<file path="src/logic/core_pkg.sv">
// Shared opcode and writeback-source types, register address width
package core_pkg;

  // Register file has 32 entries
  localparam int REG_ADDR_W = 5;

  // Operations accepted on the issue port
  typedef enum logic [2:0] {
    OP_ADD   = 3'd0,
    OP_SUB   = 3'd1,
    OP_AND   = 3'd2,
    OP_OR    = 3'd3,
    OP_XOR   = 3'd4,
    OP_ADDI  = 3'd5,
    OP_LOAD  = 3'd6,
    OP_STORE = 3'd7
  } op_e;

  // Source of the value written back to rd
  // WB_NONE marks stores and bubbles, so nothing downstream writes or forwards
  typedef enum logic [1:0] {
    WB_NONE = 2'd0,
    WB_EXE  = 2'd1,
    WB_MEM  = 2'd2
  } wb_src_e;

endpackage
</file>
<file path="src/logic/alu.sv">
// Execute-stage ALU, register-register ops and immediate / address add
module alu
  import core_pkg::*;
#(
  parameter int XLEN = 64
) (
  input  op_e             op,
  input  logic [XLEN-1:0] operand_a,
  input  logic [XLEN-1:0] operand_b,
  input  logic [11:0]     imm,
  output logic [XLEN-1:0] result
);

  logic [XLEN-1:0] imm_sext;

  assign imm_sext = {{(XLEN-12){imm[11]}}, imm};

  always_comb begin
    case (op)
      OP_ADD:  result = operand_a + operand_b;
      OP_SUB:  result = operand_a - operand_b;
      OP_AND:  result = operand_a & operand_b;
      OP_OR:   result = operand_a | operand_b;
      OP_XOR:  result = operand_a ^ operand_b;
      // ADDI, and the effective address for loads and stores
      default: result = operand_a + imm_sext;
    endcase
  end

endmodule

</file>
<file path="config.mk">
export PLATFORM = sky130hd
export DESIGN_NAME = alu
export DESIGN_NICKNAME = d
export VERILOG_FILES = /design/src/logic/core_pkg.sv /design/src/logic/alu.sv
export SDC_FILE = /design/constraint.sdc
export NUM_CORES = 1
export LEC_CHECK = 0
export ABC_AREA = 1
export BUFFER_PORTS_ARGS = -buffer_cell sky130_fd_sc_hd__buf_2
export CELL_PAD_IN_SITES_DETAIL_PLACEMENT = 1
export CELL_PAD_IN_SITES_GLOBAL_PLACEMENT = 2
export CORE_MARGIN = 4
export CORE_UTILIZATION = 30
export DETAILED_ROUTE_END_ITERATION = 10
export PLACE_DENSITY_LB_ADDON = 0.1
export SYNTH_ARGS = -nofsm -noshare
export SYNTH_HDL_FRONTEND = slang
export SYNTH_SLANG_ARGS = --single-unit
</file>
<file path="constraint.sdc">
create_clock -name vclk -period 5.5
set_input_delay 0.825 -clock vclk [all_inputs]
set_output_delay 0.825 -clock vclk [all_outputs]
set_load 0.02 [all_outputs]
</file>
==> impl_metrics.toml, run 1 <==
[cells_and_area]
syn_to_final_growth_pct = 64.98
nClkBuffers = 0
finalNonFillerCells = 3333
drive_gt1_share_pct = 42.34
fin_util_pct = 49.97
n_antenna_cell = 0
seq_cell_count = 0
layout.nets = 3169
regArea_um2 = 0

[logic_synthesis]
ys_top_cells_by_count = "nand2_1 (593), inv_1 (336), nor2_1 (311)"
yosysMostFrequentCell = "nand2_1"
synth_cell_types = 58
synth_top_area_share_pct = 22.23
yosysTopAreaCell = "ha_1"
synth_warnings = 0
synth.avg_cell_area_um2 = 5.375
netlist_instances = 2178
ys_seq_area_share_pct = 0
syn_nets = 2530
synthesis.area_um2 = 11710
synthTopCellsByArea = "ha_1 (22%), nand2_1 (19%), inv_1 (11%)"

[floorplanning]
num_io_pins = 207
initial_core_util_pct = 30.29
core_area_um2 = 38650
rows = 72
dieArea_um2 = 42240
fp.dieH_um = 205.5
dieWidth_um = 205.5

[place]
dpl.hpwl_mm = 68.95
port_buffers = 207
pre_cts_ws_ns = -0.5214
dp_cells = 3287
globalplace.congestion = 1.010

[clock_network]
holdBufCountCts = 0

[sta]
drv_slew = 0
setup_viol = 1
min_period_over_period_pct = 100.2
relSlewSlack_pct = 15.28
finalHoldViolCount = 0
rsz0062_at_grt = "yes"
worst_pin_slew_ns = 1.271
tns_ns = -0.01218
period_needed_ns = 5.512
max_freq_ghz = 0.1814
fin_ws_ns = -0.01218

[global_route]
grt_usage_pct = 35.70
grt_max_degree = 47
grt_pass1_wl_mm = 113.2
antenna_found_initial = 0
grt_pass1_vias = 18055
grt_overflow_total = 0

[routing]
vias_per_cell = 5.415
drc = 0
ant_nets = 0
dr.pass1.iters = 5
drt_wl_total_mm = 81.59
post_drt_wl_per_cell_um = 24.48
drt_iter0_drc = 1467
vias = 18049

[critical_path]
start_kind = "primary input"
cp.required_ns = 4.68
endpoint_kind = "primary output"
cp_max_fo = 4
crit_type = "in2out"
critPathArrivalTime_ns = 4.69

[power]
irDropWorstVdd_mv = 0.07088
powerDensity_nw_per_um2 = 144.0
total_leakage_power_uw = 0.009751

[hold_path]
hold_path.class = "in2out"

[run_status]
failed_checks = "setup timing"
status = "complete, but fails checks"

[run]
maxCapViolCount = 0
-- cell families after synthesis --
family                     share of synthesized area [%]
AOI/OAI and AO/OA                                  20.17
xor gates and xnor gates                           2.619
adders and majority gates                          22.40
buffers and inverters                              12.74
and+or+nand+nor                                    42.07
-- path summary, 6_finish.rpt --
path  cells after the start     startpoint          to
min                       5  operand_b[63]  result[63]
max                      25         imm[1]  result[33]
-- critical path, stage by stage --
cell,delay (ns)
buf_2,0.10
inv_2,0.08
nand3_2,0.11
nor3_2,0.21
nor3b_4,0.24
nand3_2,0.14
nor2_4,0.23
buf_12,0.14
inv_1,0.06
ha_4,0.28
o22ai_2,0.07
a31oi_1,0.20
ha_1,0.26
buf_4,0.15
nand2_4,0.06
nor2_2,0.21
buf_4,0.16
nand2_1,0.07
buf_4,0.14
nor2_1,0.24
nand3_1,0.15
nand4_1,0.11
nand3_1,0.09
nand2_2,0.15
buf_2,0.19
-- metal layers --
metal	up-vias	share of wire [%]	track usage, %
met4	0	3.2	9.211
met1	8869	44	49.03
li1	8448	-	-
met5	-	0	0
met3	113	6.8	4.634
met2	619	46	59.04
-- area by class of cell --
| class | count | area (um2) |
|---|---|---|
| multi-input cells | 1785 | 12540 |
| fillers | 5285 | 19330 |
| repair buffers | 684 | 4826 |
| well taps | 518 | 648.1 |
| inverters | 346 | 1304 |
-- cell usage in the layout (no fill, tap or decap), drive strengths merged, types with 29 or more instances in the layout --
cell	count
a21oi	112
a221oi	45
buf	684
ha	208
inv	343
nand2	608
nand3	135
nand4	30
nor2	328
nor3	30
o21ai	129
xor2	29
-- power breakdown --
group	total (uW)	internal (uW)	switching (uW)	leakage, uW
combinational	2780	1090	1690	0.00975
clock	0	0	0	0
sequential	0	0	0	0
-- through the flow --
| step | instance area [um2] | hold WS (ns) | power (uW) |
|---|---|---|---|
| floorplan | 11710 | 1.991 | 1074 |
| global placement | 16510 | 2.172 | 2183 |
| detailed placement | 16510 | 2.178 | 2225 |
| CTS | 17130 | 2.178 | 2330 |
| global route | 19310 | 2.206 | 2941 |
| finish | 19310 | 2.168 | 2781 |
-- what timing repair did --
item	4_1_cts	5_1_grt
endpoints found under the setup margin	47	51
pin swaps	20	124
hold endpoints to repair	0	0
gates resized for setup	149	485
setup buffers	16	30
(Power assumes the default switching activity.)
==> inputs of run 2 (changes only) <==
Settings changed: REMOVE_ABC_BUFFERS from default to 1.
==> run 2 against run 1 <==
The flow now finishes without violations; global-route usage shrank 0.97 points; largest power group unchanged; non-clock buffer count shrank 88; final cell count shrank 2.6%.
==> impl_metrics.toml, run 2 (synthesized netlist as in run 1, its figures left out) <==
[floorplanning]
core_area_um2 = 38650
rows = 72
dieArea_um2 = 42240
fp.dieH_um = 205.5
dieWidth_um = 205.5
num_io_pins = 207
initial_core_util_pct = 30.29

[critical_path]
cp.required_ns = 4.68
crit_slowest_cell = "ha_1"
slowest_delay_ns = 0.41
endpoint_kind = "primary output"
cp_max_fo = 4
crit_type = "in2out"
critPathArrivalTime_ns = 4.59
start_kind = "primary input"

[sta]
finalHoldViolCount = 0
max_freq_ghz = 0.1847
period_needed_ns = 5.414
whs_ns = 2.175
min_period_over_period_pct = 98.43
worst_pin_slew_ns = 1.123
drv_slew = 0
setup_viol = 0
relSlewSlack_pct = 25.11
rsz0062_at_grt = "yes"

[power]
powerDensity_nw_per_um2 = 144.8
total_leakage_power_uw = 0.009282
irDropWorstVdd_mv = 0.07389
finalPower_uw = 2677

[routing]
vias_per_cell = 5.365
post_drt_wl_per_cell_um = 23.87
drc = 0
drt_wl_total_mm = 77.44
dr.pass1.iters = 5
vias = 17410
drt_iter0_drc = 1217
ant_nets = 0

[cells_and_area]
multi_input_area_um2 = 12320
regArea_um2 = 0
fin_util_pct = 47.84
nClkBuffers = 0
n_fill_cell = 5289
drive_gt1_share_pct = 39.38
seq_cell_count = 0
layout.nets = 3081
syn_to_final_growth_pct = 57.94
layout_commonest_cell = "nand2_1"
finalNonFillerCells = 3245
n_antenna_cell = 0
layout_common_cells = "nand2_1 (500), buf_4 (389), inv_1 (317)"

[global_route]
grt_usage_pct = 34.73
grt_overflow_total = 0
antenna_found_initial = 4
grt_pass1_wl_mm = 110.1
grt_max_degree = 42
grt_pass1_vias = 17643

[hold_path]
hold_path.class = "in2out"

[place]
dpl.hpwl_mm = 65.80
port_buffers = 207
dp_cells = 3201
globalplace.congestion = 1.016

[run_status]
status = "finished, final reports clean"

[run]
maxCapViolCount = 0

[clock_network]
holdBufCountCts = 0
-- run 2: cell count changes in the layout (fill, tap and decap cells not counted), moves of 9 or more --
cell     previous run  this run
ha_4               47        33
o21ai_2            24        33
nand2_4            24        12
ha_1              153       168
nand2_1           483       500
buf_4             472       389
-- run 2: per-stage QoR --
| stage | TNS, ns | instance area, um2 | setup slack, ns |
|---|---|---|---|
| 2_1_floorplan | -16.82 | 11510 | -0.4385 |
| 6_report | 0 | 18490 | 0.08640 |
| 3_5_place_dp | -11.91 | 15920 | -0.7253 |
| 5_1_grt | -0.8472 | 18490 | -0.1047 |
| 4_1_cts | -0.03644 | 16980 | -0.01281 |
| 3_3_place_gp | -7.593 | 15920 | -0.6967 |
-- run 2: repair_timing --
action	CTS	global route
gates resized for setup	246	354
setup endpoints to repair	50	53
pin swaps	62	92
setup buffers	24	21
-- run 2: critical path: cells and delay by family --
| family | cells | cell delay, ns |
|---|---|---|
| compound gates | 1 | 0.09 |
| fa+ha+maj | 2 | 0.69 |
| buf+inv | 8 | 0.90 |
| simple gates | 16 | 2.05 |
-- run 2: routing by layer --
layer  global-route usage, %  vias to the layer above  part of all wire (%)
met5                       0                        -                 0.034
met4                   8.780                        6                   3.4
met3                   7.691                      118                   8.0
met2                   54.97                      549                    44
met1                   47.84                     8489                    45
li1                        -                     8248                     -
-- run 2: final timing paths --
path / slack (ns) / from / cells after the start / endpoint
worst max-delay path: 0.09 / imm[1] / 27 / result[55]
worst min-delay path: 2.17 / operand_b[63] / 5 / result[63]
-- run 2: cell type report --
class,count,area share [%]
multi-input cells,1785,66.62
well taps,518,3.505
inverters,346,7.079
repair buffers,596,22.80
-- run 2: report_power, final --
group | internal [uW] | total (uW) | switching (uW)
sequential | 0 | 0 | 0
combinational | 1030 | 2680 | 1640
clock | 0 | 0 | 0
total | 1030 | 2680 | 1640
