===== src/logic/core_pkg.sv =====
// Shared opcode and writeback-source types, register address width
package core_pkg;

  // Register file has 32 entries
  localparam int REG_ADDR_W = 5;

  // Operations accepted on the issue port
  typedef enum logic [2:0] {
    OP_ADD   = 3'd0,
    OP_SUB   = 3'd1,
    OP_AND   = 3'd2,
    OP_OR    = 3'd3,
    OP_XOR   = 3'd4,
    OP_ADDI  = 3'd5,
    OP_LOAD  = 3'd6,
    OP_STORE = 3'd7
  } op_e;

  // Source of the value written back to rd
  // WB_NONE marks stores and bubbles, so nothing downstream writes or forwards
  typedef enum logic [1:0] {
    WB_NONE = 2'd0,
    WB_EXE  = 2'd1,
    WB_MEM  = 2'd2
  } wb_src_e;

endpackage

===== src/logic/mem_stage.sv =====
// Execute/memory register, data memory, memory/writeback register
module mem_stage
  import core_pkg::*;
#(
  parameter int XLEN      = 64,
  parameter int MEM_WORDS = 16
) (
  input  logic                  clock,
  input  logic                  reset,

  input  logic                  ex_valid,
  input  wb_src_e               ex_wb_src,
  input  logic                  ex_is_store,
  input  logic [REG_ADDR_W-1:0] ex_rd,
  input  logic [XLEN-1:0]       ex_result,
  input  logic [XLEN-1:0]       ex_store_data,

  output logic [REG_ADDR_W-1:0] mem_rd,
  output wb_src_e               mem_wb_src,
  output logic [XLEN-1:0]       mem_ex_data,

  output logic                  wb_valid,
  output logic [REG_ADDR_W-1:0] wb_rd,
  output wb_src_e               wb_wb_src,
  output logic [XLEN-1:0]       wb_ex_data,
  output logic [XLEN-1:0]       wb_mem_data
);

  // Byte offset within a word, then the word index above it
  localparam int OFFSET_W = $clog2(XLEN / 8);
  localparam int IDX_W    = $clog2(MEM_WORDS);

  logic              mem_valid;
  logic              mem_is_store;
  logic [XLEN-1:0]   mem_store_data;
  logic [IDX_W-1:0]  mem_index;
  logic [XLEN-1:0]   load_data;

  logic [XLEN-1:0]   dmem [MEM_WORDS];

  // Execute to memory
  always_ff @(posedge clock) begin
    if (reset) begin
      mem_valid    <= 1'b0;
      mem_wb_src   <= WB_NONE;
      mem_is_store <= 1'b0;
    end else begin
      mem_valid    <= ex_valid;
      mem_wb_src   <= ex_valid ? ex_wb_src : WB_NONE;
      mem_is_store <= ex_valid && ex_is_store;
    end
  end

  always_ff @(posedge clock) begin
    mem_rd         <= ex_rd;
    mem_ex_data    <= ex_result;
    mem_store_data <= ex_store_data;
  end

  assign mem_index = mem_ex_data[OFFSET_W +: IDX_W];
  assign load_data = dmem[mem_index];

  always_ff @(posedge clock) begin
    if (reset) begin
      for (int i = 0; i < MEM_WORDS; i++) begin
        dmem[i] <= '0;
      end
    end else if (mem_valid && mem_is_store) begin
      dmem[mem_index] <= mem_store_data;
    end
  end

  // Memory to writeback, stores drop out here
  always_ff @(posedge clock) begin
    if (reset) begin
      wb_valid  <= 1'b0;
      wb_wb_src <= WB_NONE;
    end else begin
      wb_valid  <= mem_valid && (mem_wb_src != WB_NONE);
      wb_wb_src <= mem_valid ? mem_wb_src : WB_NONE;
    end
  end

  always_ff @(posedge clock) begin
    wb_rd       <= mem_rd;
    wb_ex_data  <= mem_ex_data;
    wb_mem_data <= load_data;
  end

endmodule


===== config.mk =====
export PLATFORM = sky130hd
export DESIGN_NAME = mem_stage
export DESIGN_NICKNAME = d
export VERILOG_FILES = /design/src/logic/core_pkg.sv /design/src/logic/mem_stage.sv
export SDC_FILE = /design/constraint.sdc
export NUM_CORES = 1
export LEC_CHECK = 0
export ABC_AREA = 0
export BUFFER_PORTS_ARGS = -buffer_cell sky130_fd_sc_hd__clkbuf_2
export CAP_MARGIN = 25
export CORE_MARGIN = 4
export CORE_UTILIZATION = 54
export DETAILED_ROUTE_END_ITERATION = 7
export PLACE_DENSITY = 0.75
export SLEW_MARGIN = 40
export SYNTH_ARGS = -nofsm -noshare
export SYNTH_HDL_FRONTEND = slang
export SYNTH_SLANG_ARGS = --single-unit

===== constraint.sdc =====
create_clock -name clock -period 7.3 [get_ports clock]
set_input_delay 1.46 -clock clock [delete_from_list [all_inputs] [get_ports clock]]
set_output_delay 1.46 -clock clock [all_outputs]
set_load 0.05 [all_outputs]

==> out/qor.yml, run 1 <==
status: "completed"
netSwitchingPower_mw: 3.63
cts_buffers: 131
cts.clk_slew.worst_paths_ns: 0.06
synth_area_sq_um: 49500
grt_max_degree: 150
setup_slack_ns: 3.85
fillers: 6406
start_kind: "register"
clk_latency_ns: 0.73
yosysTopAreaCell: "edfxtp_1"
skew_ns: 0.0309
comb_power_share: 0.066
cp_slowest_cell: "dfxtp_1"
p_int_mw: 12.3
postCtsSetupBuffers: 0
viasPerCell: 5.85
required_ns: 5.84
clock_path_buffers: 3
grt_overflow: 0
clockRootBuffer: "clkbuf_16"
drt-total-wl_mm: 116
synth_edf_count: 1024
cts_tree: "yes"
dp_slack_ns: 3.19
drt-wirelength-per-cell_microns: 23.7
seq_area_sq_um: 36200
drt-initial-drc-count: 3314
grt_pass1_wl_mm: 178
hold_path.class: "reg -> reg"
dieArea_sq_um: 96600
die_h_microns: 311
tns_ns: 0
start_util: 0.548
clock-sinks: 1297
route.detailed.drc: 0
maxSlewHeadroom: 0.406
fp-row-count: 110
finalInstanceArea_sq_um: 56700
crit_arrival_ns: 1.99
syn_avg_cell_area_sq_um: 15.0
gp_congestion: 0.741
routed-via-count: 28600
p_per_area_nw_per_um2: 281
swShare: 0.227
layout-drive-gt1-share: 0.239
place_area_sq_um: 52400
synth_ff_type: "edfxtp_1"
die_w_microns: 311
cp_max_fo: 12
reg2reg_depth: 6
pwr-share-clk: 0.414
nets: 3747
multi_input_area_sq_um: 12200
ys_seq_elements: 1297
grt_use_total: 0.241
ys_types: 24
hold_ws_ns: 0.344
cts_resized: 0
peakVddDrop_mv: 0.293
portBuffers: 345
period_minus_slack_ns: 3.45
rsz0062_at_grt: "false"
p_seq_frac: 0.519
cp-end-kind: "output port"
yosysSeqAreaShare: 0.731
first_global_vias: 30000
synth_area_leaders: "edfxtp_1 (62%), mux4_2 (12%), dfxtp_1 (11%), nor2_1 (7.8%), nand2_1 (2.4%)"
hold_start: "mem_rd[2]"
yosysMostFrequentCell: "nor2_1"
slew_viol_final: 0
cp_num_buf_inv: 1
area_growth_pct: 14.6
worst_pin_slew_ns: 0.892
crit_chain: "clkbuf_2"
r2r_setup_slack_ns: 3.96
core_area_sq_um: 90400
synth_fp_nets: 3434
synthTopCellsByCount: "nor2_1 (1025), edfxtp_1 (1024), nand2_1 (321)"
maxCapViolCount: 0
worstHoldPathCells: 0
ant_nets: 0
synth_top_area_frac: 0.621
yosysWarnings: 0
crit_type: "reg -> out"
hold_path_end: "wb_rd[2]"
period_share: 0.473
clock.fmax_mhz: 290
r2r_start: "mem_ex_data[3]"
synth-async-reset-ratio: 0
place_inst: 4651
h-tree-depth: 4
io_pins: 346
leakagePower_nw: 20.5
hold_viol_final: 0
antenna_found_initial: 3
dp.final_hpwl_mm: 64.0
synth_cells: 3295
setup.worst_path.start: "mem_ex_data[6]"
crit_family: "flip-flops"
finalSetupViolations: 0
instances_no_fill: 4892
slowest_delay_ns: 0.86
drt_pass1_iterations: 6
cts_hold_buf: 0
r2r_end: "dmem[7][57]"
==> area by class of cell <==
| type | count | share of cell area |
|---|---|---|
| clock buffer | 164 | 0.0644 |
| antenna | 1 | 0.0000441 |
| timing repair buffer | 412 | 0.0443 |
| sequential | 1297 | 0.639 |
| multi-input combinational | 1765 | 0.216 |
| tap | 1176 | 0.0259 |
| clock inverter | 76 | 0.0111 |
| inverter | 1 | 0.0000662 |
==> logic make-up after synthesis <==
logic type | synth area share
and+or+nand+nor | 0.105
DFF | 0.731
muxes | 0.116
buffers and inverters | 0.0262
AOI/OAI and AO/OA | 0.0212
==> through the flow <==
step / power, mW / utilization
6_report: 16.0 / 0.627
5_1_grt: 16.5 / 0.627
4_1_cts: 16.1 / 0.627
3_5_place_dp: 9.51 / 0.580
3_3_place_gp: 9.49 / 0.576
2_1_floorplan: 9.16 / -
==> power groups by stage <==
stage / Combinational (mW) / Clock [mW] / Sequential [mW]
2_1_floorplan: 0.464 / 0 / 8.70
3_3_place_gp: 1.05 / 0 / 8.44
3_5_place_dp: 1.06 / 0 / 8.45
4_1_cts: 1.07 / 6.72 / 8.29
5_1_grt: 1.12 / 7.06 / 8.31
6_report: 1.06 / 6.61 / 8.29
==> flip-flops by register name, summed over array words and instances, names as in the netlist <==
register,flops
wb_valid,1
mem_wb_src,2
wb_rd,5
mem_rd,5
wb_wb_src,2
mem_valid,1
mem_ex_data,64
wb_ex_data,64
mem_store_data,64
wb_mem_data,64
mem_is_store,1
dmem,1024
==> cells in the final DEF, fill, tap and decap left out, types with 2 or more instances in the layout <==
cell type / count
clkinv_8: 2
clkbuf_2: 346
dfxtp_1: 270
a22oi_1: 128
or3b_4: 2
nand2_1: 321
o21ai_4: 12
buf_4: 39
nor2b_4: 2
and2_1: 5
bufinv_16: 8
buf_6: 12
clkbuf_16: 141
edfxtp_1: 1024
nor2b_1: 2
mux4_2: 256
clkbuf_8: 4
clkinv_1: 31
clkinvlp_4: 3
clkinv_2: 23
buf_12: 9
inv_6: 4
clkinvlp_2: 2
buf_16: 6
o31ai_4: 3
nand2b_1: 2
dfxtp_4: 2
nor2_1: 1024
clkbuf_1: 18
==> per-layer routing <==
layer | up-vias | GRT usage | wire length, microns
li1 | 12600 | - | -
met1 | 14200 | 0.318 | 43300
met2 | 1570 | 0.405 | 58500
met3 | 217 | 0.0525 | 11400
met4 | 2 | 0.0744 | 2900
met5 | - | 0 | 13
==> worst max path at each step <==
stage	to	slack (ns)	cells past startpoint
2_1_floorplan	dmem[10][0]	-0.13	5
3_3_place_gp	dmem[4][1]	3.23	6
3_5_place_dp	dmem[4][1]	3.19	6
4_1_cts	mem_ex_data[5]	3.78	1
5_1_grt	dmem[7][60]	3.70	6
6_report	mem_ex_data[6]	3.85	1
Power figures use the tool's default switching activity.
==> run 2: changes to the inputs <==
CORE_UTILIZATION = 55   (was 54)
PLACE_DENSITY = 0.74   (was 0.75)
clock period = 3.6 ns   (was 7.3 ns; I/O delays follow)
==> run 2 against run 1 <==
Effect of this change:
- clock power grew 110%
- combinational power up 110%
- via count is 0.81% higher
- sequential power increased by 100%
- wire length up 2.2%
- hold slack lost 0.26 ns
- global-route usage grew 1.3 points
- critical path depth rose by 2
==> out/qor.yml, run 2 (synthesized netlist as in run 1, its figures left out) <==
status: "completed"
ant_nets: 0
place_area_sq_um: 52600
finalSetupViolations: 0
dieArea_sq_um: 94900
clock_path_buffers: 3
place_inst: 4648
cts_resized: 0
wl_met2_mm: 59.6
cts_buffers: 133
clock.fmax_mhz: 324
instances_no_fill: 4891
r2r_setup_slack_ns: 1.12
route.detailed.drc: 0
core_area_sq_um: 88800
wl_met1_mm: 42.9
dp.final_hpwl_mm: 64.5
drt-total-wl_mm: 119
layout-drive-gt1-share: 0.241
top_register: "dmem"
layout_common_cells: "nor2_1 (1024), edfxtp_1 (1024), clkbuf_2 (350), nand2_1 (321), dfxtp_1 (271)"
peakVddDrop_mv: 0.441
maxSlewHeadroom: 0.359
dr_wl_met3_mm: 13.1
p_per_area_nw_per_um2: 573
fp-row-count: 109
postCtsSetupBuffers: 0
cts_hold_buf: 0
die_w_microns: 308
hold_path.class: "in -> reg"
start_util: 0.558
crit_arrival_ns: 2.37
routed-via-count: 28800
h-tree-depth: 4
cp_max_fo: 49
clock-sinks: 1297
clockRootBuffer: "clkbuf_16"
rsz0062_at_grt: "false"
io_pins: 346
cp-end-kind: "output port"
clk_latency_ns: 0.74
start_kind: "register"
grt_pass1_wl_mm: 180
maxCapViolCount: 0
drt-initial-drc-count: 3512
skew_ns: 0.0252
finalInstanceArea_sq_um: 56900
largest_register_ffs: 1024
grt_overflow: 0
period_minus_slack_ns: 3.09
setup_slack_ns: 0.512
drt-wirelength-per-cell_microns: 24.3
die_h_microns: 308
fillers: 6215
worst_pin_slew_ns: 0.962
crit_type: "reg -> out"
hold_viol_final: 0
nets: 3758
slew_viol_final: 0
tns_ns: 0
dp_slack_ns: 0.646
topRoutingLayerUsed: "met4"
leakagePower_nw: 20.7
first_global_vias: 30300
hold_ws_ns: 0.0815
area_growth_pct: 15.0
period_share: 0.858
drt_pass1_iterations: 5
portBuffers: 345
cts.clk_slew.worst_paths_ns: 0.06
gp_congestion: 0.755
required_ns: 2.88
grt_use_total: 0.254
viasPerCell: 5.90
antenna_found_initial: 0
grt_max_degree: 154
cts_tree: "yes"
run 2: cell types whose count changed in the layout (fill, tap and decap cells not counted), moves of 5 or more:
| cell | previous run | this run |
|---|---|---|
| clkbuf_1 | 18 | 33 |
| buf_12 | 9 | 29 |
| buf_16 | 6 | 1 |
| clkinv_1 | 31 | 16 |
| buf_6 | 12 | 3 |
run 2: worst paths after layout:
path | start | cells past startpoint | end
worst max-delay path | mem_ex_data[3] | 3 | mem_ex_data[3]
worst min-delay path | ex_store_data[3] | 1 | mem_store_data[3]
worst max register to register | mem_ex_data[4] | 4 | dmem[8][54]
worst min register to register | mem_ex_data[33] | 0 | wb_ex_data[33]
run 2: final cells by class:
cell class | instances | area (sq um) | share of cell area
sequential | 1297 | 36200 | 0.636
tap | 1165 | 1460 | 0.0256
multi-input combinational | 1765 | 12200 | 0.215
timing repair buffer | 421 | 2690 | 0.0473
clock inverter | 57 | 602 | 0.0106
clock buffer | 184 | 3730 | 0.0656
antenna | 1 | 2.50 | 0.0000439
inverter | 1 | 3.75 | 0.0000659
run 2: report_power, final:
part           total [mW]  switching (mW)  internal [mW]
registers            16.8           0.219           16.6
clock network        13.6            5.62           8.01
logic                2.20            1.56          0.643
total                32.6            7.39           25.2
run 2: per-stage QoR:
step,util,power [mW]
final,0.641,32.6
after global routing,0.641,33.7
after CTS,0.641,32.8
after detailed placement,0.592,19.3
after global placement,0.592,19.3
after floorplan,-,18.5
run 2: worst max-delay path, stage by stage (launching register included):
cell,delay (ns)
dfxtp_4,0.48
buf_12,0.34
buf_16,0.37
clkbuf_2,0.36
run 2: per-layer routing:
| metal | track usage | up-vias |
|---|---|---|
| li1 | - | 12600 |
| met1 | 0.329 | 14300 |
| met2 | 0.428 | 1675 |
| met3 | 0.0617 | 227 |
| met4 | 0.0814 | 0 |
| met5 | 0 | - |
