File: config.mk
export PLATFORM = sky130hd
export DESIGN_NAME = forward
export DESIGN_NICKNAME = d
export VERILOG_FILES = /design/src/logic/core_pkg.sv /design/src/logic/forward.sv
export SDC_FILE = /design/constraint.sdc
export NUM_CORES = 1
export LEC_CHECK = 0
export BUFFER_PORTS_ARGS = -buffer_cell sky130_fd_sc_hd__buf_2
export CAP_MARGIN = 20
export CORE_AREA = 5 5 181 183
export DETAILED_ROUTE_END_ITERATION = 10
export DIE_AREA = 0 0 186 188
export PLACE_DENSITY = 0.49
export SLEW_MARGIN = 10
export SYNTH_ARGS = -nofsm -noshare
export SYNTH_HDL_FRONTEND = slang
export SYNTH_SLANG_ARGS = --single-unit
File: constraint.sdc
create_clock -name vclk -period 4.4
set_input_delay 0.44 -clock vclk [all_inputs]
set_output_delay 0.44 -clock vclk [all_outputs]
set_load 0.02 [all_outputs]
File: src/logic/core_pkg.sv
// Shared opcode and writeback-source types, register address width
package core_pkg;

  // Register file has 32 entries
  localparam int REG_ADDR_W = 5;

  // Operations accepted on the issue port
  typedef enum logic [2:0] {
    OP_ADD   = 3'd0,
    OP_SUB   = 3'd1,
    OP_AND   = 3'd2,
    OP_OR    = 3'd3,
    OP_XOR   = 3'd4,
    OP_ADDI  = 3'd5,
    OP_LOAD  = 3'd6,
    OP_STORE = 3'd7
  } op_e;

  // Source of the value written back to rd
  // WB_NONE marks stores and bubbles, so nothing downstream writes or forwards
  typedef enum logic [1:0] {
    WB_NONE = 2'd0,
    WB_EXE  = 2'd1,
    WB_MEM  = 2'd2
  } wb_src_e;

endpackage
File: src/logic/forward.sv
// Execute-stage operand forwarding from memory and writeback, load-use hazard detect
module forward
  import core_pkg::*;
#(
  parameter int XLEN = 64
) (
  input  logic [REG_ADDR_W-1:0] ex_rs1_addr,
  input  logic [REG_ADDR_W-1:0] ex_rs2_addr,
  input  logic [XLEN-1:0]       ex_rs1_data,
  input  logic [XLEN-1:0]       ex_rs2_data,
  input  logic                  ex_use_rs1,
  input  logic                  ex_use_rs2,

  input  logic [REG_ADDR_W-1:0] mem_rd,
  input  wb_src_e               mem_wb_src,
  input  logic [XLEN-1:0]       mem_ex_data,

  input  logic [REG_ADDR_W-1:0] wb_rd,
  input  wb_src_e               wb_wb_src,
  input  logic [XLEN-1:0]       wb_ex_data,
  input  logic [XLEN-1:0]       wb_mem_data,

  output logic [XLEN-1:0]       rs1_forward,
  output logic [XLEN-1:0]       rs2_forward,
  output logic                  hazard
);

  // A producer of the given kind writes the nonzero source register
  function automatic logic hits(input logic [REG_ADDR_W-1:0] src,
                                input logic [REG_ADDR_W-1:0] dst,
                                input wb_src_e               prod,
                                input wb_src_e               kind);
    return (src != '0) && (src == dst) && (prod == kind);
  endfunction

  // Newest producer first, register file value last
  function automatic logic [XLEN-1:0] pick(input logic [REG_ADDR_W-1:0] src,
                                           input logic [XLEN-1:0]       reg_data);
    if (hits(src, mem_rd, mem_wb_src, WB_EXE))
      return mem_ex_data;
    if (hits(src, wb_rd, wb_wb_src, WB_EXE))
      return wb_ex_data;
    if (hits(src, wb_rd, wb_wb_src, WB_MEM))
      return wb_mem_data;
    return reg_data;
  endfunction

  always_comb begin
    rs1_forward = pick(ex_rs1_addr, ex_rs1_data);
    rs2_forward = pick(ex_rs2_addr, ex_rs2_data);
    // Load data is not ready until writeback
    hazard = (ex_use_rs1 && hits(ex_rs1_addr, mem_rd, mem_wb_src, WB_MEM)) ||
             (ex_use_rs2 && hits(ex_rs2_addr, mem_rd, mem_wb_src, WB_MEM));
  end

endmodule

==> metrics.md, run 1 <==
| Metric | Value |
|---|---|
| Status | `completed` |
| TritonRoute pass-1 iters | `6` |
| Most common cell after layout, fill and taps aside | `buf_2` |
| Total Neg Setup Slack | `0 ns` |
| Row count | `65` |
| Synth Area in XOR/XNOR | `4.01%` |
| Initial core utilization | `14.1%` |
| Area of the mapped netlist | `4370 um2` |
| Net Count, Synth | `996` |
| Worst Tran Pin Value | `0.914 ns` |
| Syn Area/Cell | `6.72 um2` |
| Nets | `1399` |
| Filler cell count | `3513` |
| Crit. End Element | `output pin` |
| Via count | `7535` |
| Area delta synth->final | `58.6%` |
| Initial detailed-routing violation count | `428` |
| Cells after Synth | `650` |
| Uppermost routed layer | `met5` |
| Hold Crit Depth | `3` |
| Share of cells above drive strength 1 | `48.0%` |
| Peak VDD IR | `0.0334 mV` |
| Leak Pwr | `3.38 nW` |
| Crit Path Class | `input port to output pin` |
| Hpwl dp | `23500 um` |
| Hold wc startpoint | `mem_wb_src[0]` |
| Clock buf count | `0` |
| Core area | `31100 um2` |
| Wire per inst | `20.6 um` |
| Port Buffers | `475` |
| Initial antenna violation count | `2` |
| Mux cell area share after synthesis | `0%` |
| Compound-Gate Fraction of Synth Area | `73.5%` |
| First-pass GRT wire length | `43100 um` |
| FMAX | `0.285 GHz` |
| Crit start category | `input port` |
| Hold-fix buffers at CTS | `0` |
| Data arrival, critical path | `3.06 ns` |
| Largest net degree at the start of global routing | `67` |
| Worst Path Max Fanout | `33` |
| Post-synthesis adder-cell area fraction | `0%` |
| Die outline height | `188 um` |
| Top Ports | `475` |
| RSZ-0062 raised after global routing | `no` |
| Hold Crit Class | `input port to output pin` |
| Req. time, crit path | `3.96 ns` |
| Wl on met1 | `11100 um` |
| Relative max-transition margin | `39.1%` |
| Fin crit period | `3.50 ns` |
| Antenna cells | `0` |
| Fin crit share | `79.7%` |
| Post-CTS setup buffers | `0` |
| Final setup violation count | `0` |
| Width of the die | `186 um` |
| FF/Latch Area | `0 um2` |
| Fin Hold WS | `1.16 ns` |
| Die ar. | `35000 um2` |
| Vias in the first global route | `7458` |
| Met3 Wirelength | `2970 um` |
| Pins Over Slew Limit | `0` |
| Overall routing resource usage | `15.2%` |
| Sequential share of the synthesized area | `0%` |
| Metal2 WL | `14600 um` |
| Simple-gate share of the synthesized area | `10.4%` |
| Hold Fails Final Rpt | `0` |
| Sequential cell count | `0` |
| Largest family of logic cells by synthesized area | `compound AO/OA/AOI/OAI gates` |
| # Max-Cap Violations | `0` |
| DRC | `0` |
| Routed Antenna Nets | `0` |
| Final wirelength | `30000 um` |
| Power density cells | `104 nW/um2` |
| Total grt overflow | `0` |
| GPL Wtd Cong | `0.930` |
| Most frequent cells in the layout | `475 x buf_2, 192 x a21oi_1, 128 x o2bb2ai_1, 128 x a22o_1, 66 x nor2_1` |
| Yosys warnings | `0` |
| Synth cell types | `23` |
| Vias per std cell | `5.19` |
| # resized after CTS | `0` |
| Worst Hold End | `hazard` |
==> final cells by class <==
type / count / area, um2 / share of cell area (%)
multi-input combinational: 561 / 3880 / 56.1
timing repair buffer: 490 / 2540 / 36.7
tap: 402 / 503 / 7.26
==> cells by family after synthesis <==
group,after synthesis
AOI/OAI and AO/OA,449
and+or+nand+nor,92
buffers and inverters,89
xor gates and xnor gates,20
==> layer usage <==
layer  vias to the layer above  track usage [%]
met5                         -                0
met4                         2             5.35
met3                        80             2.44
met2                       546             27.8
met1                      3492             17.8
li1                       3415                -
==> worst max-delay path, stage by stage <==
cell	delay, ns
buf_2	0.13
or4_4	0.54
nor2_4	0.17
or4_2	0.69
buf_4	0.53
o2bb2ai_1	0.16
a22o_1	0.21
buf_2	0.15
==> metrics by stage <==
stage                     area, um2  power [mW]  worst slack, ns  util, %  cells
after floorplan                4370       0.388             2.03        -    650
after detailed placement       6920       0.716            0.931     22.3   1453
after global placement         6920       0.719            0.954     22.3   1453
after global routing           6920       0.773            0.766     22.3   1453
final                          6920       0.722            0.895     22.3   1453
after CTS                      6920       0.719            0.911     22.3   1453
==> how the worst max path moves through the flow <==
stage              startpoint              end  slack [ns]  cells past startpoint
6_report       ex_rs1_addr[1]  rs1_forward[62]        0.90                      8
3_5_place_dp   ex_rs1_addr[1]  rs1_forward[62]        0.93                      8
5_1_grt        ex_rs1_addr[1]  rs1_forward[62]        0.77                      8
3_3_place_gp   ex_rs1_addr[1]  rs1_forward[62]        0.95                      8
4_1_cts        ex_rs1_addr[1]  rs1_forward[62]        0.91                      8
2_1_floorplan  ex_rs2_addr[1]  rs2_forward[10]        2.03                      7
==> cell usage after synthesis, drive strengths merged <==
cell type,instances,area [um2]
a21oi,192,961
a22o,128,1120
o2bb2ai,128,1120
nor2,68,270
clkbuf,49,184
buf,40,342
xnor2,16,140
nand3,4,20.0
nor4,4,55.1
or4,4,33.8
xor2,4,35.0
nand2b,3,18.8
nand2,2,7.51
nor2b,2,12.5
nor3,2,10.0
or4b,2,20.0
a22oi,1,7.51
nor3b,1,7.51
==> report_power, final <==
| part | total, mW | internal (mW) | switching, mW |
|---|---|---|---|
| Combinational | 0.722 | 0.315 | 0.407 |
| Sequential | 0 | 0 | 0 |
| Clock | 0 | 0 | 0 |
Power figures use the tool's default switching activity.
==> run 2, diff against run 1 <==
==> constraint.sdc (replaced) <==
create_clock -name vclk -period 3.5
set_input_delay 0.35 -clock vclk [all_inputs]
set_output_delay 0.35 -clock vclk [all_outputs]
set_load 0.02 [all_outputs]
==> run 2 against run 1 <==
  * Final cell count increased by 0.48%
  * Via count increased by 1.5%
  * Highest routed layer unchanged
  * Core utilization is 0.17 points higher
  * Die area did not move
  * Global-route usage up 0.53 points
  * First-iteration DRC count fell by 11%
  * Wire length increased by 3.5%
  * Count of clock-buffer cells in the layout unchanged
  * Final area rose by 0.76%
  * Combinational power increased by 27%
  * Non-clock buffer count rose by 7
  * Largest power group unchanged
==> metrics.md, run 2 (same netlist as run 1, synthesis figures left out) <==
| Metric | Value |
|---|---|
| Top Ports | `475` |
| Hold Fails Final Rpt | `0` |
| Initial antenna violation count | `4` |
| Total Neg Setup Slack | `0 ns` |
| Die ar. | `35000 um2` |
| Share of cells above drive strength 1 | `48.3%` |
| Dpl cell area | `6980 um2` |
| TritonRoute pass-1 iters | `4` |
| Filler cell count | `3542` |
| Hpwl dp | `23900 um` |
| Relative max-transition margin | `38.1%` |
| Clock buf count | `0` |
| FMAX | `0.347 GHz` |
| Slowest CP cell | `or4b_4` |
| Hold Crit Class | `input port to output pin` |
| Width of the die | `186 um` |
| Fin crit period | `2.88 ns` |
| Final instance count without filler cells | `1460` |
| Final wirelength | `31000 um` |
| Data arrival, critical path | `2.53 ns` |
| FF/Latch Area | `0 um2` |
| Worst Path Buf+Inv | `2` |
| Fin crit share | `82.3%` |
| CP Cell Sequence | `buf_2 > or4_4 > nor2_4 > or4b_4 > o2bb2ai_1 > a22o_1 > buf_2` |
| Vias per std cell | `5.24` |
| Worst Tran Pin Value | `0.929 ns` |
| Util after Layout | `22.5%` |
| Sequential cell count | `0` |
| Crit start category | `input port` |
| Antenna cells | `0` |
| Most frequent CP cell | `buf_2` |
| Fin Hold WS | `0.979 ns` |
| # Max-Cap Violations | `0` |
| Hold-fix buffers at CTS | `0` |
| Crit. End Element | `output pin` |
| Crit Path Class | `input port to output pin` |
| Delay-heaviest family, CP | `simple AND/OR/NAND/NOR gates` |
| Port Buffers | `475` |
| # resized after CTS | `0` |
| Row count | `65` |
| DRC | `0` |
| Power density cells | `131 nW/um2` |
| Wire per inst | `21.2 um` |
| Cell count after placement | `1460` |
| Die outline height | `188 um` |
| Most common cell after layout, fill and taps aside | `buf_2` |
| Core area | `31100 um2` |
| Total grt overflow | `0` |
| Critical Path Max Stage Delay | `0.77 ns` |
| Final non-filler cell area | `6980 um2` |
| First-pass GRT wire length | `44300 um` |
| Peak VDD IR | `0.0386 mV` |
| Worst Path Max Fanout | `64` |
| Req. time, crit path | `3.15 ns` |
| RSZ-0062 raised after global routing | `no` |
| Via count | `7646` |
| Overall routing resource usage | `15.8%` |
| Area delta synth->final | `59.8%` |
| GPL Wtd Cong | `0.902` |
| Nets | `1406` |
| Post-CTS setup buffers | `0` |
| Routed Antenna Nets | `0` |
| Status | `completed` |
| Final setup violation count | `0` |
| Most frequent cells in the layout | `475 x buf_2, 192 x a21oi_1, 128 x o2bb2ai_1, 128 x a22o_1, 66 x nor2_1` |
| Initial detailed-routing violation count | `382` |
| Pins Over Slew Limit | `0` |
| Initial core utilization | `14.1%` |
| Vias in the first global route | `7636` |
| Largest net degree at the start of global routing | `67` |
| Leak Pwr | `3.41 nW` |
## run 2: changes by cell type in the layout (fill, tap and decap cells not counted), sizes merged
cell  previous run  this run
buf            490       497
## run 2: where the power goes
group	switching [mW]	total, mW	internal (mW)
sequential	0	0	0
combinational	0.515	0.915	0.399
clock	0	0	0
## run 2: path summary, 6_finish.rpt
check	startpoint	to	slack, ns	cells after the start
max	ex_rs1_addr[1]	rs1_forward[0]	0.62	7
min	mem_wb_src[0]	hazard	0.98	3
## run 2: area by class of cell
type	count	area (um2)	share of cell area [%]
repair buffers	497	2590	37.2
well taps	402	503	7.21
multi-input cells	561	3880	55.6
## run 2: stage by stage
step,setup WS (ns),power (mW)
after floorplan,1.31,0.488
after global placement,0.615,0.905
after detailed placement,0.591,0.905
after CTS,0.593,0.910
after global routing,0.526,0.975
final,0.620,0.915
## run 2: routing by layer
layer,share of wire (%),track usage [%],vias to the layer above
met1,37,18.8,3537
met4,3.3,4.82,2
met5,0.042,0,-
met2,49,28.8,590
met3,10,2.27,78
li1,-,-,3439
==> run 3, diff against run 2 <==
==> constraint.sdc (replaced) <==
create_clock -name vclk -period 2.9
set_input_delay 0.29 -clock vclk [all_inputs]
set_output_delay 0.29 -clock vclk [all_outputs]
set_load 0.02 [all_outputs]
==> run 3 against run 2 <==
  * Sequential cell count is the same
  * Sequential share of layout area is the same
  * Wire length shrank 2.1%
  * Core utilization grew 0.42 points
  * Largest power group unchanged
  * Largest cell class unchanged
  * Critical endpoint is now rs1_forward[37]
==> metrics.md, run 3 (same netlist as run 1, synthesis figures left out) <==
| Metric | Value |
|---|---|
| Hold Crit Class | `input port to output pin` |
| Initial core utilization | `14.1%` |
| Wire per inst | `20.7 um` |
| Final non-filler cell area | `7110 um2` |
| Data arrival, critical path | `2.38 ns` |
| Most common cell after layout, fill and taps aside | `buf_2` |
| Peak VDD IR | `0.0536 mV` |
| Req. time, crit path | `2.61 ns` |
| Overall routing resource usage | `15.6%` |
| Crit. End Element | `output pin` |
| Vias per std cell | `5.22` |
| Total Neg Setup Slack | `0 ns` |
| Top Ports | `475` |
| Die ar. | `35000 um2` |
| Core area | `31100 um2` |
| Dpl cell area | `7100 um2` |
| Final instance count without filler cells | `1463` |
| Most frequent cells in the layout | `475 x buf_2, 192 x a21oi_1, 128 x o2bb2ai_1, 128 x a22o_1, 66 x nor2_1` |
| Initial detailed-routing violation count | `383` |
| Largest net degree at the start of global routing | `67` |
| Hold wc startpoint | `mem_wb_src[0]` |
| Leak Pwr | `3.46 nW` |
| Relative max-transition margin | `60.4%` |
| Hold Crit Depth | `3` |
| Crit start category | `input port` |
| Nets | `1408` |
| Multi-input logic area | `3880 um2` |
| Worst Tran Pin Value | `0.589 ns` |
| DRC | `0` |
| Worst Hold End | `hazard` |
| Via count | `7633` |
| Pins Over Slew Limit | `0` |
| RSZ-0062 raised after global routing | `no` |
| Port Buffers | `475` |
| Fin crit share | `91.9%` |
| Fin crit period | `2.67 ns` |
| Clock buf count | `0` |
| Hpwl dp | `23700 um` |
| Final setup violation count | `0` |
| Worst Path Max Fanout | `33` |
| Sequential cell count | `0` |
| FMAX | `0.375 GHz` |
| Die outline height | `188 um` |
| Post-CTS setup buffers | `0` |
| # resized after CTS | `0` |
| Cell count after placement | `1462` |
| FF/Latch Area | `0 um2` |
| Routed Antenna Nets | `0` |
| Total grt overflow | `0` |
| Power density cells | `156 nW/um2` |
| Hold Fails Final Rpt | `0` |
| Hold-fix buffers at CTS | `0` |
| Status | `completed` |
| Area delta synth->final | `62.8%` |
| Filler cell count | `3563` |
| Row count | `65` |
| First-pass GRT wire length | `44000 um` |
| Util after Layout | `22.9%` |
| Vias in the first global route | `7744` |
| TritonRoute pass-1 iters | `5` |
| Crit Path Class | `input port to output pin` |
| Initial antenna violation count | `3` |
| # Max-Cap Violations | `0` |
| Share of cells above drive strength 1 | `48.4%` |
| GPL Wtd Cong | `0.899` |
| Final wirelength | `30300 um` |
| Width of the die | `186 um` |
-- run 3: cell type report --
type                            instances  share of cell area, %
Tap cell                              402                   7.08
Timing Repair Buffer                  499                   38.3
Multi-Input combinational cell        561                   54.6
Antenna cell                            1                 0.0352
-- run 3: worst max path at each step --
stage,start,endpoint,slack [ns],cells past startpoint
after global placement,ex_rs1_addr[4],rs1_forward[0],0.18,8
after floorplan,ex_rs2_addr[1],rs2_forward[10],0.83,7
after global routing,ex_rs1_addr[3],rs1_forward[0],0.11,8
final,ex_rs1_addr[4],rs1_forward[37],0.23,8
after CTS,ex_rs1_addr[4],rs1_forward[0],0.19,8
after detailed placement,ex_rs1_addr[4],rs1_forward[0],0.19,8
-- run 3: worst max-delay path, stage by stage --
cell and delay, ns:
buf_2 0.13, xnor2_1 0.15, nand3_1 0.19, or4_2 0.72, buf_4 0.29, o2bb2ai_1 0.25
a22o_1 0.16, buf_2 0.16
-- run 3: power breakdown --
group          internal (mW)     total, mW  switching (mW)
combinational          0.488          1.11           0.619
clock           0.0000000464  0.0000000464               0
sequential                 0             0               0
total                  0.488          1.11           0.619
-- run 3: per-stage QoR --
| step | setup slack, ns | power [mW] | hold WS [ns] |
|---|---|---|---|
| after CTS | 0.192 | 1.11 | 0.858 |
| after detailed placement | 0.194 | 1.10 | 0.858 |
| final | 0.234 | 1.11 | 0.854 |
| after global routing | 0.112 | 1.19 | 0.883 |
| after global placement | 0.182 | 1.10 | 0.862 |
| after floorplan | 0.831 | 0.589 | 0.663 |
-- run 3: layer usage --
| metal | part of all wire, % | global-route usage (%) | up-vias |
|---|---|---|---|
| li1 | - | - | 3440 |
| met1 | 36 | 18.4 | 3557 |
| met2 | 49 | 28.1 | 552 |
| met3 | 11 | 2.75 | 80 |
| met4 | 3.8 | 5.47 | 4 |
| met5 | 0.082 | 0 | - |
